$ cat config.mk
export PLATFORM = sky130hd
export DESIGN_NAME = game_reset_ctl
export DESIGN_NICKNAME = d
export VERILOG_FILES = /design/src/logic/board_cfg_pkg.sv /design/src/logic/game_reset_ctl.sv
export SDC_FILE = /design/constraint.sdc
export NUM_CORES = 1
export LEC_CHECK = 0
export ABC_AREA = 1
export BUFFER_PORTS_ARGS = -buffer_cell sky130_fd_sc_hd__buf_2
export CORE_AREA = 10 10 47 49
export CTS_BUF_LIST = sky130_fd_sc_hd__clkbuf_4 sky130_fd_sc_hd__clkbuf_8 sky130_fd_sc_hd__clkbuf_16
export CTS_CLUSTER_SIZE = 8
export DETAILED_ROUTE_END_ITERATION = 6
export DIE_AREA = 0 0 57 59
export SETUP_SLACK_MARGIN = 0.5
export SLEW_MARGIN = 20
export SYNTH_ARGS = -nofsm -noshare
export SYNTH_HDL_FRONTEND = slang
export SYNTH_SLANG_ARGS = --single-unit
$ cat constraint.sdc
create_clock -name sample -period 1 [get_ports sample]
set_input_delay 0.1 -clock sample [delete_from_list [all_inputs] [get_ports sample]]
set_output_delay 0.1 -clock sample [all_outputs]
set_load 0.03 [all_outputs]
$ cat src/logic/board_cfg_pkg.sv
package board_cfg_pkg;

    // Width of the host status word
    localparam int STATUS_W = 32;

    // Fixed status bit positions
    localparam int ST_RST_REQ = 0;
    localparam int ST_FLIP    = 1;
    localparam int ST_PAUSE   = 2;
    localparam int ST_TEST    = 3;
    localparam int ST_FXLEVEL = 4;  // Two bits wide

    // Settings decoded from the status word
    typedef struct packed {
        logic       dip_flip;
        logic       dip_pause;
        logic       dip_test;
        logic [1:0] dip_fxlevel;
        logic [7:0] dipsw;
    } dip_cfg_t;

    // Game reset controller states
    typedef enum logic [1:0] {
        RS_RESET = 2'd0,  // Board reset active
        RS_LOAD  = 2'd1,  // Download in progress
        RS_HOLD  = 2'd2,  // Counting out the reset hold
        RS_RUN   = 2'd3   // Game running
    } rst_state_e;

endpackage

$ cat src/logic/game_reset_ctl.sv
module game_reset_ctl #(
    parameter int RESET_HOLD = 8
) (
    input  logic sample,
    input  logic reset,
    input  logic downloading,
    input  logic rst_req_pulse,
    output logic game_rst,
    output logic dwnld_busy
);

    localparam int CNT_W = $clog2(RESET_HOLD + 1);
    localparam logic [CNT_W-1:0] CNT_LAST = CNT_W'(RESET_HOLD - 1);

    board_cfg_pkg::rst_state_e state;
    logic [CNT_W-1:0]          hold_cnt;

    always_ff @(posedge sample) begin
        if (reset) begin
            state    <= board_cfg_pkg::RS_RESET;
            hold_cnt <= '0;
        end else if (downloading) begin
            state    <= board_cfg_pkg::RS_LOAD;  // Download beats any hold
            hold_cnt <= '0;
        end else if (state != board_cfg_pkg::RS_HOLD || rst_req_pulse) begin
            // Entry from reset, end of download or a new request
            state    <= board_cfg_pkg::RS_HOLD;
            hold_cnt <= '0;
            if (state == board_cfg_pkg::RS_RUN && !rst_req_pulse) begin
                state <= board_cfg_pkg::RS_RUN;
            end
        end else if (hold_cnt == CNT_LAST) begin
            state <= board_cfg_pkg::RS_RUN;
        end else begin
            hold_cnt <= hold_cnt + 1'b1;
        end
    end

    assign game_rst   = (state != board_cfg_pkg::RS_RUN);
    assign dwnld_busy = (state == board_cfg_pkg::RS_LOAD);

    a_busy_in_reset : assert property (
        @(posedge sample) disable iff (reset)
        dwnld_busy |-> game_rst
    ) else $error("game_reset_ctl: download busy without game reset");

    a_hold_range : assert property (
        @(posedge sample) disable iff (reset)
        hold_cnt <= CNT_W'(RESET_HOLD)
    ) else $error("game_reset_ctl: hold counter at %0d", hold_cnt);

endmodule

==> impl_metrics.tcl <==
set metrics [dict create \
    row_count 14 \
    synth_cells 35 \
    fin_worst_skew_ns 0.00211 \
    setup_viol 0 \
    drc 0 \
    status "completed" \
    slew_viol_final 0 \
    min_period_over_period_pct 96.2 \
    rsz0062_at_grt "yes" \
    initial_core_util_pct 19.5 \
    nFillCells 151 \
    die_y_microns 59 \
    hold_path.class "primary input to flop" \
    ios 6 \
    syn_avg_cell_area_sq_um 7.79 \
    via_per_inst 4.36 \
    crit_chain "inv_4, nor2_4, buf_6" \
    leakage_nw 0.180 \
    clockBufferDepth 2 \
    cp.depth 3 \
    netlist_area_sq_um 273 \
    clkSinkCount 6 \
    layout-area-overhead-vs-synth_pct 65.6 \
    wire_per_inst_microns 10.5 \
    holdPathStages 2 \
    drt_iter0_drc 1 \
    end_kind "primary output" \
    antenna_found_initial 0 \
    critPathTopFamily "flip-flops" \
    ctsHoldBuffers 0 \
    grt_max_degree 7 \
    slowest_delay_ns 0.37 \
    root_buffer "clkbuf_4" \
    cp.arrival_ns 0.86 \
    gp_congestion 0.733 \
    path_clk_slew_ns 0.05 \
    yosysWarningCount 0 \
    gr-total-overflow 0 \
    drive_gt1_share_pct 56.3 \
    synth-seq-cells 6 \
    cts_inserted_buffers 3 \
    worst-path-buf-inv 2 \
    die_area_sq_um 3360 \
    path_max_fanout 3 \
    coreArea_sq_um 1400 \
    slew_headroom_pct 83.2 \
    power.total_mw 0.535 \
    numPortBuffers 5 \
    tritoncts "done" \
    tns_ns 0 \
    worstSetupStartpointType "flop" \
    first_global_vias 298 \
    reg2reg_depth 4 \
    worstSkewPairLatency_ns 0.25 \
    dpl.hpwl_microns 449 \
    hold_violations 0 \
    wl_microns 675 \
    diodes 0 \
    layout_min_cycle_time_ns 0.962 \
    die_x_microns 57 \
    antenna_left 0 \
    h-tree-depth 1 \
    track_usage_pct 4.75 \
    utilization_pct 32.2 \
    synth-seq-area-share_pct 44.0 \
    cp.required_ns 0.90 \
    firstDrtPassIters 4 \
    synthDistinctLibCells 13 \
    crit_type "flop to primary output" \
    vias 279 \
    worstMarginPinSlew_ns 0.250 \
    synth_nets 40 \
    crit_path_top_delay_cell "dfxtp_4" \
    grt_first_pass_wirelength_microns 1210 \
    nets 55 \
    ir_drop_mv 0.626 \
    cap_violations 0 \
    p_per_area_nw_per_um2 1180 \
    max_freq_mhz 1040 \
]
[layer usage]
metal  part of all wire [%]  vias up  global-route usage [%]
met4                    2.1        0                    5.03
met1                     41      125                    4.26
met2                     51        8                    7.44
met5                      0        -                       0
met3                    5.6        4                    2.36
li1                       -      142                       -
[cell usage after synthesis]
cell type / count / area share (%)
nor3_2: 1 / 3.7
a21oi_1: 2 / 3.7
nand2_1: 6 / 8.3
ha_1: 1 / 4.6
nand3_1: 3 / 5.5
inv_1: 5 / 6.9
nand4_1: 2 / 4.6
nor2_1: 5 / 6.9
nand3_2: 1 / 3.7
dfxtp_1: 6 / 44
a21oi_2: 1 / 3.2
xor2_1: 1 / 3.2
o21ai_0: 1 / 1.8
[metrics by stage]
stage	setup WS [ns]	hold slack, ns	std cells	cell area (sq um)
after floorplan	0.161	0.162	35	304
after CTS	0.0282	0.00763	64	452
after detailed placement	0.0861	0.280	56	349
final	0.0377	0.0112	64	452
after global routing	-0.00859	-0.000758	64	452
after global placement	0.0797	0.279	56	349
[worst paths after layout]
kind | start | end | slack (ns)
max | state[0]$_SDFFE_PP0P_ | dwnld_busy | 0.04
min | reset | state[0]$_SDFFE_PP0P_ | 0.01
max reg2reg | state[1]$_SDFFE_PP0P_ | hold_cnt[1]$_SDFFE_PP0N_ | 0.08
min reg2reg | hold_cnt[2]$_SDFFE_PP0N_ | hold_cnt[0]$_SDFFE_PP0N_ | 0.55
[layout make-up]
cell class | count | area (sq um) | share of cell area (%)
multi-input cells | 24 | 179 | 39.6
flip-flops and latches | 6 | 134 | 29.6
repair buffers | 10 | 75.1 | 16.6
clock buffers | 3 | 22.5 | 4.99
inverters | 5 | 21.3 | 4.71
well taps | 16 | 20.0 | 4.43
[sequential cells by signal, summed over array words and instances (netlist names)]
| signal | cells |
|---|---|
| state | 2 |
| hold_cnt | 4 |
[cell families (layout without fill, tap and decap cells)]
group | count (synthesis) | in the layout | share of synthesized area [%]
AND/OR/NAND/NOR | 18 | 18 | 32.6
flip-flops | 6 | 6 | 44.0
buffers and inverters | 5 | 18 | 6.88
AO/OA/AOI/OAI | 4 | 4 | 8.71
adder cells (fa/ha/maj) | 1 | 1 | 4.59
XOR/XNOR | 1 | 1 | 3.21
[repair_timing]
| item | CTS | global route |
|---|---|---|
| cloned | 0 | 0 |
| setup endpoints to repair | 7 | 7 |
| hold endpoints to repair | 0 | 1 |
| resized for setup | 13 | 0 |
| buffers inserted | 5 | 0 |
| pin swaps | 4 | 2 |
[layout by cell type (no fill, tap or decap), drive strengths merged]
master,count
a21oi,3
buf,10
clkbuf,3
dfxtp,6
ha,1
inv,5
nand2,6
nand3,4
nand4,2
nor2,5
nor3,1
o21ai,1
xor2,1
[power breakdown]
group	leakage (nW)	internal [mW]	switching [mW]
registers	0.0519	0.241	0.00875
logic	0.114	0.0246	0.0255
clock network	0.0138	0.137	0.0989
No activity file was read; power rests on OpenSTA's default activity.
