## src/logic/rom_bus_pkg.sv

```systemverilog
package rom_bus_pkg;

    // Widest word address any bank may use
    localparam int ROM_ADDR_MAX = 16;

    // What the bank does in one cycle
    typedef enum logic [1:0] {
        OP_NONE  = 2'd0,
        OP_WRITE = 2'd1,
        OP_READ  = 2'd2
    } rom_op_e;

    // Download write toward the bank
    typedef struct packed {
        logic                    we;
        logic [ROM_ADDR_MAX-1:0] addr;  // Word address, low bits used
        logic [15:0]             data;  // Same byte in both halves
        logic [1:0]              mask;  // Set bit writes that byte
    } prog_wr_t;

    // Game side read request
    typedef struct packed {
        logic                    rd;
        logic [ROM_ADDR_MAX-1:0] addr;
    } rom_rd_t;

    // Read response after the fixed latency
    typedef struct packed {
        logic        dok;
        logic [15:0] data;
    } rom_dout_t;

endpackage

```

## src/logic/ioctl_packer.sv

```systemverilog
module ioctl_packer #(
    parameter int ADDR_W = 10
) (
    input  logic                  sample,
    input  logic                  reset,
    input  logic                  ioctl_wr,
    input  logic [ADDR_W:0]       ioctl_addr,
    input  logic [7:0]            ioctl_data,
    output rom_bus_pkg::prog_wr_t prog_wr
);

    localparam int AW_MAX = rom_bus_pkg::ROM_ADDR_MAX;

    logic              we_q;
    logic [AW_MAX-1:0] addr_q;
    logic [7:0]        byte_q;
    logic [1:0]        mask_q;

    always_ff @(posedge sample) begin
        if (reset) begin
            we_q <= 1'b0;
        end else begin
            we_q <= ioctl_wr;  // One cycle behind the download strobe
        end
    end

    // Payload only moves with a strobe
    always_ff @(posedge sample) begin
        if (ioctl_wr) begin
            addr_q <= AW_MAX'(ioctl_addr[ADDR_W:1]);  // Drop the byte select
            byte_q <= ioctl_data;
            mask_q <= ioctl_addr[0] ? 2'b10 : 2'b01;  // Odd byte goes high
        end
    end

    always_comb begin
        prog_wr.we   = we_q;
        prog_wr.addr = addr_q;
        prog_wr.data = {byte_q, byte_q};
        prog_wr.mask = mask_q;
    end

    // Exactly one byte lane per download write
    a_mask_onehot : assert property (
        @(posedge sample) disable iff (reset)
        prog_wr.we |-> $onehot(prog_wr.mask)
    ) else $error("ioctl_packer: write mask %b is not one-hot", prog_wr.mask);

endmodule

```

## config.mk

```make
export PLATFORM = sky130hd
export DESIGN_NAME = ioctl_packer
export DESIGN_NICKNAME = d
export VERILOG_FILES = /design/src/logic/rom_bus_pkg.sv /design/src/logic/ioctl_packer.sv
export SDC_FILE = /design/constraint.sdc
export NUM_CORES = 1
export LEC_CHECK = 0
export ABC_AREA = 1
export BUFFER_PORTS_ARGS = -buffer_cell sky130_fd_sc_hd__buf_2
export CAP_MARGIN = 10
export CORE_MARGIN = 2
export CORE_UTILIZATION = 30
export DETAILED_ROUTE_END_ITERATION = 10
export GPL_ROUTABILITY_DRIVEN = 1
export HOLD_SLACK_MARGIN = 0.06
export PLACE_DENSITY_LB_ADDON = 0.25
export SLEW_MARGIN = 20
export SYNTH_ARGS = -nofsm -noshare
export SYNTH_HDL_FRONTEND = slang
export SYNTH_SLANG_ARGS = --single-unit
```

## constraint.sdc

```tcl
create_clock -name sample -period 1.65 [get_ports sample]
set_clock_uncertainty 0.05 [all_clocks]
set_input_delay 0.33 -clock sample [delete_from_list [all_inputs] [get_ports sample]]
set_output_delay 0.33 -clock sample [all_outputs]
set_load 0.01 [all_outputs]
```

==> Implementation_results.wiki <==
{| class="wikitable"
! Metric !! Value
|-
| Mean number of vias per cell || 3.70
|-
| Sort of element at the start of the critical path || flip-flop
|-
| Drt total wl || 1100 um
|-
| Number of storage elements in the synthesis netlist || 21
|-
| Area taken by multi-input logic gates || 28.8 um2
|-
| Post-placement setup slack || 0.516 ns
|-
| Most common cell after layout, fill and taps aside || sky130_fd_sc_hd__buf_2
|-
| Combined global-route utilization of all metal layers || 7.10%
|-
| Wire length of the first global-routing pass || 1420 um
|-
| Type of the worst setup path || flip-flop to output port
|-
| Count of hold-fix buffers inserted at cts || 0
|-
| Number of global-route vias before repair || 342
|-
| Routed WL per cell || 9.61 um
|-
| Critical path data required time || 1.27 ns
|-
| Crit path DAT || 0.83 ns
|-
| Count of maximum capacitance violations || 0
|-
| DIE HEIGHT || 54.0 um
|-
| Net switching power figure || 215 uW
|-
| Share of cells above drive strength 1 || 64.3%
|-
| Horiz. Die Dim || 54.0 um
|-
| Depth of the worst hold-timing path || 2
|-
| Fraction of the core area covered by cells at the end of the flow || 39.9%
|-
| Clock Sink Count || 21
|-
| Type of destination of the critical path || output port
|-
| Post-route total power || 991 uW
|-
| Final std cell area, no fill || 971 um2
|-
| List of cells traversed by the critical path || buf_2
|-
| Fraction of the yosys area taken by sequential cells || 82.7%
|-
| Via total after detailed routing || 422
|-
| Fmax || 823 MHz
|-
| Count of mapped cells out of synthesis || 40
|-
| Path class of the lowest-slack min-delay path || input pin to flip-flop
|-
| Fin crit share || 73.6%
|-
| H-tree depth || 1
|-
| Total negative slack || 0 ns
|-
| Clock group share of total power || 23.2%
|-
| Final-report hold violation count || 0
|-
| Layout net count || 107
|-
| Fill cell count || 256
|-
| Netlist Area Pre-Place || 751 um2
|-
| Area fraction of the dominant cell type after synthesis || 80.0%
|-
| Largest area contributor in the netlist || sky130_fd_sc_hd__edfxtp_1
|-
| Quantity of I/O buffers inserted on ports || 50
|-
| Initial core utilization || 30.9%
|-
| P&R area growth vs syn || 29.3%
|-
| Area enclosed by the die boundary || 2920 um2
|-
| Most used cells in the layout excluding fill and tap cells || sky130_fd_sc_hd__buf_2, sky130_fd_sc_hd__edfxtp_1, sky130_fd_sc_hd__conb_1
|-
| Clock transition at the registers of the reported paths || 0.11 ns
|-
| DRC viols || 0
|-
| Leakage || 0.449 nW
|-
| Critical hold path startpoint || reset
|-
| Overflow left after global routing || 0
|-
| Yosys warning count || 0
|-
| Number of placed I/O pins || 57
|-
| Number of endpoints failing setup at the final stage || 0
|-
| Worst-path fanout max || 2
|-
| Fin. max-slew vios || 0
|-
| Cell at the root of the clock tree || sky130_fd_sc_hd__clkbuf_4
|-
| Clock Path Buffers || 2
|-
| Cell types occupying the most area after synthesis || sky130_fd_sc_hd__edfxtp_1, sky130_fd_sc_hd__buf_4, sky130_fd_sc_hd__dfxtp_1
|-
| # Post-CTS Setup Buffers || 0
|-
| CTS tree || built
|-
| Status || complete, no violations
|-
| Worst stage delay on the critical path || 0.40 ns
|-
| Average cell area after synthesis || 18.8 um2
|-
| Iter 0 DRT Violations || 1
|-
| Slowest CP cell || sky130_fd_sc_hd__edfxtp_1
|-
| Clock buffer count from CTS || 3
|-
| Routability congestion estimate || 0.549
|-
| Floorplan Core Area || 2430 um2
|-
| Resized Gates After CTS || 0
|-
| Setup repair after global routing missed its margin || no
|-
| Max IR drop VDD || 0.404 mV
|-
| Antenna diode count || 0
|-
| Post-route non-filler standard cell count || 114
|-
| Number of cells after detailed placement || 110
|-
| Unique masters post-synth || 6
|-
| Final worst hold slack || 0.135 ns
|-
| Drt first pass iters || 2
|-
| Final antenna-violating net count || 0
|-
| Maximum number of pins on one net before global-route repair || 22
|-
| Min-Delay Endpoint || we_q$_SDFF_PP0_
|-
| Row Count || 18
|-
| Crit path setup slack, layout || 0.435 ns
|-
| Power per cell area || 1020 nW/um2
|-
| Category of cells accounting for the largest share of critical-path delay || flip-flops
|-
| Area after DPL || 945 um2
|-
| Combined flip-flop and latch cell area || 621 um2
|-
| Internal power consumption || 776 uW
|-
| Min Tclk post-route || 1.21 ns
|-
| Sequential fraction of design power || 64.5%
|-
| Combinational group share of total power || 12.3%
|-
| Initial antenna violation count || 0
|-
| Number of buffers and inverters on the critical path || 1
|-
| Switching share of power || 21.7%
|}
[final cells by class]
type,count,area share [%]
sequential,21,63.9
timing repair buffer,50,25.8
tap,30,3.87
multi-input combinational,7,2.96
clock buffer,4,2.71
inverter,2,0.773
[per-layer routing]
metal  wire length, um  up-vias  GRT usage (%)
met5                 0        -              0
met4                 0        0           2.50
met3               185        0           4.17
met2               477       34           11.4
met1               432      185           7.79
li1                  -      203              -
[Yosys cell counts]
cell type,count
sky130_fd_sc_hd__edfxtp_1,20
sky130_fd_sc_hd__buf_4,15
sky130_fd_sc_hd__inv_1,2
sky130_fd_sc_hd__conb_1,1
sky130_fd_sc_hd__dfxtp_1,1
sky130_fd_sc_hd__nor2_2,1
[flip-flops by register name, indices dropped and copies added, names as in the netlist]
register / count
we_q: 1
addr_q: 10
mask_q: 2
byte_q: 8
[how the worst max path moves through the flow]
stage / from / endpoint / slack [ns] / cells past startpoint
4_1_cts: byte_q[0]$_DFFE_PP_ / prog_wr[10] / 0.41 / 1
2_1_floorplan: byte_q[0]$_DFFE_PP_ / prog_wr[10] / 0.69 / 1
3_5_place_dp: ioctl_wr / addr_q[5]$_DFFE_PP_ / 0.52 / 1
3_3_place_gp: ioctl_wr / addr_q[5]$_DFFE_PP_ / 0.53 / 1
6_report: byte_q[0]$_DFFE_PP_ / prog_wr[10] / 0.44 / 1
5_1_grt: byte_q[0]$_DFFE_PP_ / prog_wr[10] / 0.37 / 1
[kinds of logic after synthesis]
| kind of cell | count (synthesis) | synth area share, % |
|---|---|---|
| other | 1 | 0.500 |
| buffers and inverters | 17 | 16.0 |
| DFF | 21 | 82.7 |
| and+or+nand+nor | 1 | 0.834 |
[power groups by stage]
stage | Clock [mW] | Combinational (mW) | Sequential, mW
6_report | 0.230 | 0.122 | 0.639
5_1_grt | 0.274 | 0.138 | 0.644
4_1_cts | 0.243 | 0.125 | 0.640
3_5_place_dp | 0 | 0.125 | 0.653
3_3_place_gp | 0 | 0.124 | 0.651
2_1_floorplan | 0 | 0.0500 | 0.677
(Power assumes the default switching activity.)
