==> config.mk <==
export PLATFORM = sky130hd
export DESIGN_NAME = status_regs
export DESIGN_NICKNAME = d
export VERILOG_FILES = /design/src/logic/board_cfg_pkg.sv /design/src/logic/status_regs.sv
export SDC_FILE = /design/constraint.sdc
export NUM_CORES = 1
export LEC_CHECK = 0
export ABC_AREA = 1
export BUFFER_PORTS_ARGS = -buffer_cell sky130_fd_sc_hd__buf_2
export CAP_MARGIN = 25
export CORE_MARGIN = 1.5
export CORE_UTILIZATION = 34
export DETAILED_ROUTE_END_ITERATION = 10
export PLACE_DENSITY_LB_ADDON = 0.15
export SLEW_MARGIN = 10
export SYNTH_ARGS = -nofsm -noshare
export SYNTH_HDL_FRONTEND = slang
export SYNTH_SLANG_ARGS = --single-unit
==> constraint.sdc <==
create_clock -name sample -period 0.8 [get_ports sample]
set_input_delay 0.08 -clock sample [delete_from_list [all_inputs] [get_ports sample]]
set_output_delay 0.08 -clock sample [all_outputs]
set_load 0.005 [all_outputs]
==> src/logic/board_cfg_pkg.sv <==
package board_cfg_pkg;

    // Width of the host status word
    localparam int STATUS_W = 32;

    // Fixed status bit positions
    localparam int ST_RST_REQ = 0;
    localparam int ST_FLIP    = 1;
    localparam int ST_PAUSE   = 2;
    localparam int ST_TEST    = 3;
    localparam int ST_FXLEVEL = 4;  // Two bits wide

    // Settings decoded from the status word
    typedef struct packed {
        logic       dip_flip;
        logic       dip_pause;
        logic       dip_test;
        logic [1:0] dip_fxlevel;
        logic [7:0] dipsw;
    } dip_cfg_t;

    // Game reset controller states
    typedef enum logic [1:0] {
        RS_RESET = 2'd0,  // Board reset active
        RS_LOAD  = 2'd1,  // Download in progress
        RS_HOLD  = 2'd2,  // Counting out the reset hold
        RS_RUN   = 2'd3   // Game running
    } rst_state_e;

endpackage

==> src/logic/status_regs.sv <==
module status_regs #(
    parameter int DIPBASE = 16
) (
    input  logic                                sample,
    input  logic                                reset,
    input  logic [board_cfg_pkg::STATUS_W-1:0]  status,
    output board_cfg_pkg::dip_cfg_t             dip_cfg,
    output logic                                rst_req_pulse
);

    localparam int STATUS_W = board_cfg_pkg::STATUS_W;

    // DIP byte has to fit inside the status word
    if (DIPBASE + 8 > STATUS_W) begin : g_bad_dipbase
        $error("status_regs: DIPBASE %0d puts the DIP byte past the status word", DIPBASE);
    end

    logic [STATUS_W-1:0] status_q;
    logic                req_q;     // Reset request one cycle back

    always_ff @(posedge sample) begin
        if (reset) begin
            status_q <= '0;
            req_q    <= 1'b0;
        end else begin
            status_q <= status;
            req_q    <= status_q[board_cfg_pkg::ST_RST_REQ];
        end
    end

    // Rising edge of the registered request bit
    assign rst_req_pulse = status_q[board_cfg_pkg::ST_RST_REQ] & ~req_q;

    always_comb begin
        dip_cfg.dip_flip    = status_q[board_cfg_pkg::ST_FLIP];
        dip_cfg.dip_pause   = status_q[board_cfg_pkg::ST_PAUSE];
        dip_cfg.dip_test    = status_q[board_cfg_pkg::ST_TEST];
        dip_cfg.dip_fxlevel = status_q[board_cfg_pkg::ST_FXLEVEL +: 2];
        dip_cfg.dipsw       = status_q[DIPBASE +: 8];   // Game DIP byte
    end

    // A held request must not keep pulsing
    a_pulse_single : assert property (
        @(posedge sample) disable iff (reset)
        rst_req_pulse |=> !rst_req_pulse
    ) else $error("status_regs: reset request pulse lasted more than one cycle");

endmodule

==> results of run 1 <==
## worst paths after layout
check,end,cells past startpoint,startpoint
max,rst_req_pulse,3,status_q[0]$_SDFF_PP0_
min,status_q[4]$_SDFF_PP0_,3,status[4]
max reg2reg,req_q$_SDFF_PP0_,2,status_q[0]$_SDFF_PP0_
min reg2reg,req_q$_SDFF_PP0_,2,status_q[0]$_SDFF_PP0_
## where the power goes
group / switching (W) / internal [W]
clock network: 0.000230 / 0.000185
logic: 0.0000604 / 0.000105
registers: 0.00000813 / 0.000786
total: 0.000298 / 0.00108
## final cells by class
cell class	count	area (µm²)	share of cell area
Clock inverter	1	5.00	0.00673
Clock buffer	3	22.5	0.0303
Multi-Input combinational cell	16	62.6	0.0842
Inverter	15	56.3	0.0758
Sequential cell	15	302	0.406
Tap cell	16	20.0	0.0269
Timing Repair Buffer	42	275	0.370
## metrics by stage
stage	total power (W)	utilization	cell area (µm²)
final	0.00137	0.505	743
after global routing	0.00147	0.505	743
after CTS	0.00141	0.503	739
after detailed placement	0.000928	0.395	582
after global placement	0.000925	0.395	582
after floorplan	0.000902	-	526
## worst max-delay path, cell delays in order, from the launching register on
cell,delay [ns]
dfxtp_2,0.33
inv_2,0.03
nor2_2,0.08
buf_2,0.11
## routing by layer
metal,GRT usage,routed length [µm],vias up
li1,-,-,215
met1,0.0892,316,172
met2,0.206,414,19
met3,0.0302,63,2
met4,0.0938,11,0
met5,0,0,-
## registers in the layout, summed over array words and instances, names as in the netlist
signal,count
status_q,14
req_q,1
## Yosys cell counts
cell     count
inv_1       15
nor2_1      16
buf_4       13
buf_6        1
dfxtp_1     15
## cells by family after synthesis
family,count (synthesis)
simple gates,16
buf+inv,29
flops,15
## what timing repair did
| action | CTS | global route |
|---|---|---|
| hold endpoints to repair | 13 | 0 |
| hold buffers | 13 | 0 |
| pin swaps | 0 | 1 |
| setup endpoints to repair | 1 | 11 |
| resized for setup | 0 | 3 |
## layout by cell type, fill, tap and decap left out
cell and count:
nor2_2 1, inv_1 14, dlygate4sd3_1 13, buf_2 29, inv_2 1, dfxtp_1 14, dfxtp_2 1, nor2_1 15
clkbuf_4 3, clkinv_2 1
==> results.py, run 1 <==
metrics = {
    "outcome": {
        "status": "finished with violations",
        "violations": "setup timing",
    },
    "cts": {
        "cts_buffers": 3,
        "clock-sinks": 15,
        "root_buffer": "clkbuf_4",
        "cts_buffer_depth": 2,
        "h-tree-depth": 1,
        "clk_pin_slew_ns": 0.09,
        "postCtsSetupRepairBufs": 0,
        "clk_latency_ns": 0.28,
        "cts_tree": "built",
    },
    "floorplan": {
        "start_util": 0.357,
        "core_area_um2": 1470,
        "die_w_um": 42.3,
        "die-area_um2": 1790,
        "io_pins": 48,
        "rows": 14,
        "die_h_um": 42.3,
    },
    "timing": {
        "timing.slew.headroom": 0.829,
        "fin_crit_sh": 1.14,
        "rsz0062_at_grt": "true",
        "worst_pin_slew_ns": 0.256,
        "setup_viol": 1,
        "setup_slack_ns": -0.114,
        "hold_slack_ns": 0.0145,
        "hold_violations": 0,
        "skew_ns": 0.0000118,
        "tns_ns": -0.114,
        "timing.final.max_slew_violations": 0,
        "fmax_mhz": 1090,
        "fin_crit_ns": 0.914,
    },
    "cells_and_area": {
        "fill_cells": 146,
        "fin_nets": 127,
        "stdcell_count": 108,
        "n_antenna_cell": 0,
        "layout-drive-gt1-share": 0.391,
        "syn_to_final_growth_pct": 41.4,
    },
    "synth": {
        "syn_nets": 94,
        "synth_compound_area_frac": 0,
        "yosys.area_share.xor_xnor": 0,
        "yosysTopAreaCell": "dfxtp_1",
        "yosys_register_bits": 15,
        "yosysTopAreaCellShare": 0.571,
        "syn_area_per_cell_um2": 8.76,
        "synth_area_leaders": "dfxtp_1 (57%), buf_4 (19%), nor2_1 (11%), inv_1 (11%), buf_6 (2.1%)",
        "synth-adder-area-share": 0,
        "muxShareOfSynthArea": 0,
        "synth_cell_types": 5,
        "synth-simple-area-share": 0.114,
        "synth_top_family_by_area": "buffers and inverters",
        "synth_area_um2": 526,
        "yosysWarnings": 0,
        "synthCells": 60,
        "ys_seq_area_frac": 0.571,
    },
    "place": {
        "gp_congestion": 0.588,
        "dp_slack_ns": 0.187,
        "placed_cells": 91,
        "dpl.hpwl_um": 478,
        "port_buffers": 29,
    },
    "job": {
        "drv_cap": 0,
    },
    "detailed_routing": {
        "routed_via_density": 3.78,
        "wl_per_cell_um": 7.45,
        "dr.pass1.iters": 3,
        "drc": 0,
        "finalWirelength_um": 805,
        "drtIter0Drc": 2,
        "ant_nets": 0,
        "vias": 408,
    },
    "setup_path": {
        "cp-start-kind": "flip-flop",
        "cp.required_ns": 0.72,
        "path_class": "reg2out",
        "cp-end-kind": "output pin",
        "cp_max_fo": 2,
        "timing.reg2reg.setup_slack_ns": 0.29,
        "cp.arrival_ns": 0.83,
    },
    "global_routing": {
        "grt_pass1_vias": 412,
        "overflow": 0,
        "grt_pass1_wl_um": 1410,
        "antenna_found_initial": 0,
        "grt_start_max_net_pins": 16,
        "track_usage": 0.109,
    },
    "pwr": {
        "power_per_cell_area_nw_per_um2": 1850,
        "p_leak_nw": 0.432,
        "max-vdd-ir-drop_v": 0.000898,
    },
    "min_path": {
        "hold_class": "in2reg",
    },
}
(Power assumes the default switching activity.)
==> run 2: changes to the inputs <==
--- a/config.mk
+++ b/config.mk
@@ -12,6 +12,7 @@
 export CORE_UTILIZATION = 34
 export DETAILED_ROUTE_END_ITERATION = 10
 export PLACE_DENSITY_LB_ADDON = 0.15
+export SKIP_CTS_REPAIR_TIMING = 1
 export SLEW_MARGIN = 10
 export SYNTH_ARGS = -nofsm -noshare
 export SYNTH_HDL_FRONTEND = slang
==> results.py, run 2 (same netlist as run 1, synthesis figures left out) <==
metrics = {
    "outcome": {
        "status": "finished with violations",
        "violations": "hold timing, setup timing",
    },
    "cts": {
        "cts_tree": "built",
        "root_buffer": "clkbuf_4",
        "clock-sinks": 15,
        "h-tree-depth": 1,
        "clk_latency_ns": 0.28,
        "clk_pin_slew_ns": 0.09,
        "cts_buffer_depth": 2,
        "cts_buffers": 3,
    },
    "floorplan": {
        "die-area_um2": 1790,
        "io_pins": 48,
        "rows": 14,
        "die_h_um": 42.3,
        "die_w_um": 42.3,
        "core_area_um2": 1470,
        "start_util": 0.357,
    },
    "global_routing": {
        "overflow": 0,
        "grt_pass1_vias": 360,
        "antenna_found_initial": 0,
        "grt_start_max_net_pins": 16,
        "grt_pass1_wl_um": 1220,
        "track_usage": 0.0940,
    },
    "timing": {
        "setup_slack_ns": -0.115,
        "fmax_mhz": 1090,
        "skew_ns": 0.0000907,
        "hold_slack_ns": -0.0000537,
        "fin_crit_ns": 0.915,
        "timing.slew.headroom": 0.822,
        "fin_crit_sh": 1.14,
        "setup_viol": 1,
        "hold_violations": 1,
        "rsz0062_at_grt": "true",
        "worst_pin_slew_ns": 0.266,
        "timing.final.max_slew_violations": 0,
    },
    "place": {
        "gp_congestion": 0.588,
        "dpl.hpwl_um": 478,
        "port_buffers": 29,
        "dp_slack_ns": 0.187,
    },
    "detailed_routing": {
        "vias": 394,
        "finalWirelength_um": 797,
        "routed_via_density": 3.83,
        "wl_per_cell_um": 7.74,
        "ant_nets": 0,
        "drc": 0,
        "drtIter0Drc": 0,
        "dr.pass1.iters": 1,
    },
    "cells_and_area": {
        "layout_commonest_cell": "buf_2",
        "top_register": "status_q",
        "layout-drive-gt1-share": 0.414,
        "syn_to_final_growth_pct": 31.9,
        "mostFrequentLayoutCells": "buf_2 (29), nor2_1 (15), inv_1 (14), dfxtp_1 (14), dlygate4sd3_1 (8)",
        "final_util": 0.471,
        "fin_nets": 122,
        "top_regs": "status_q: 14 flops, req_q: 1 flops",
        "n_antenna_cell": 0,
        "largest_reg_flops": 14,
    },
    "job": {
        "drv_cap": 0,
    },
    "pwr": {
        "power_per_cell_area_nw_per_um2": 1960,
        "p_leak_nw": 0.411,
        "max-vdd-ir-drop_v": 0.000936,
    },
    "setup_path": {
        "cp-end-kind": "output pin",
        "cp-start-kind": "flip-flop",
        "cp.arrival_ns": 0.84,
        "crit_chain": "inv_2, nor2_2, buf_2",
        "slowest_stage": "dfxtp_2",
        "slowest_delay_ns": 0.33,
        "cpLargestDelayFamily": "flip-flops",
        "cp_max_fo": 2,
        "cp_num_buf_inv": 2,
        "path_class": "reg2out",
        "cp.required_ns": 0.72,
    },
    "min_path": {
        "hold_class": "in2reg",
    },
}
==> run 2: worst reg2reg max path: cells and delay by family (launching register included) <==
family / cells / cell delay, ns
buf+inv: 1 / 0.05
flops: 1 / 0.33
simple gates: 1 / 0.03
==> run 2: path summary, 6_finish.rpt <==
check,depth (start not counted),from,slack (ns),end
min,3,status[19],-0.00005,status_q[19]$_SDFF_PP0_
max,3,status_q[0]$_SDFF_PP0_,-0.12,rst_req_pulse
max reg2reg,2,status_q[0]$_SDFF_PP0_,0.29,req_q$_SDFF_PP0_
min reg2reg,2,status_q[0]$_SDFF_PP0_,0.44,req_q$_SDFF_PP0_
==> run 2: through the flow <==
step	setup TNS (ns)	std cells	power (W)	area, µm²
6_report	-0.115	103	0.00136	693
3_5_place_dp	0	91	0.000928	582
3_3_place_gp	0	91	0.000925	582
5_1_grt	-0.318	103	0.00145	693
2_1_floorplan	0	60	0.000902	526
4_1_cts	-0.141	95	0.00136	609
==> run 2: final cells by class <==
type	instances	area, µm²
clock buffers	3	22.5
repair buffers	37	225
clock inverters	1	5.00
flip-flops and latches	15	302
multi-input cells	16	62.6
fillers	151	778
inverters	15	56.3
well taps	16	20.0
==> run 2: layer usage <==
metal  global-route usage  wire length [µm]
met2                0.163               404
met5                    0                 0
met1               0.0811               320
met3               0.0302                61
met4               0.0938                11
==> run 2: report_power, final <==
part	internal, W	switching, W	leakage (nW)	total, W
clock	0.000185	0.000233	0.0177	0.000418
sequential	0.000786	0.00000809	0.125	0.000794
combinational	0.0000895	0.0000580	0.268	0.000148
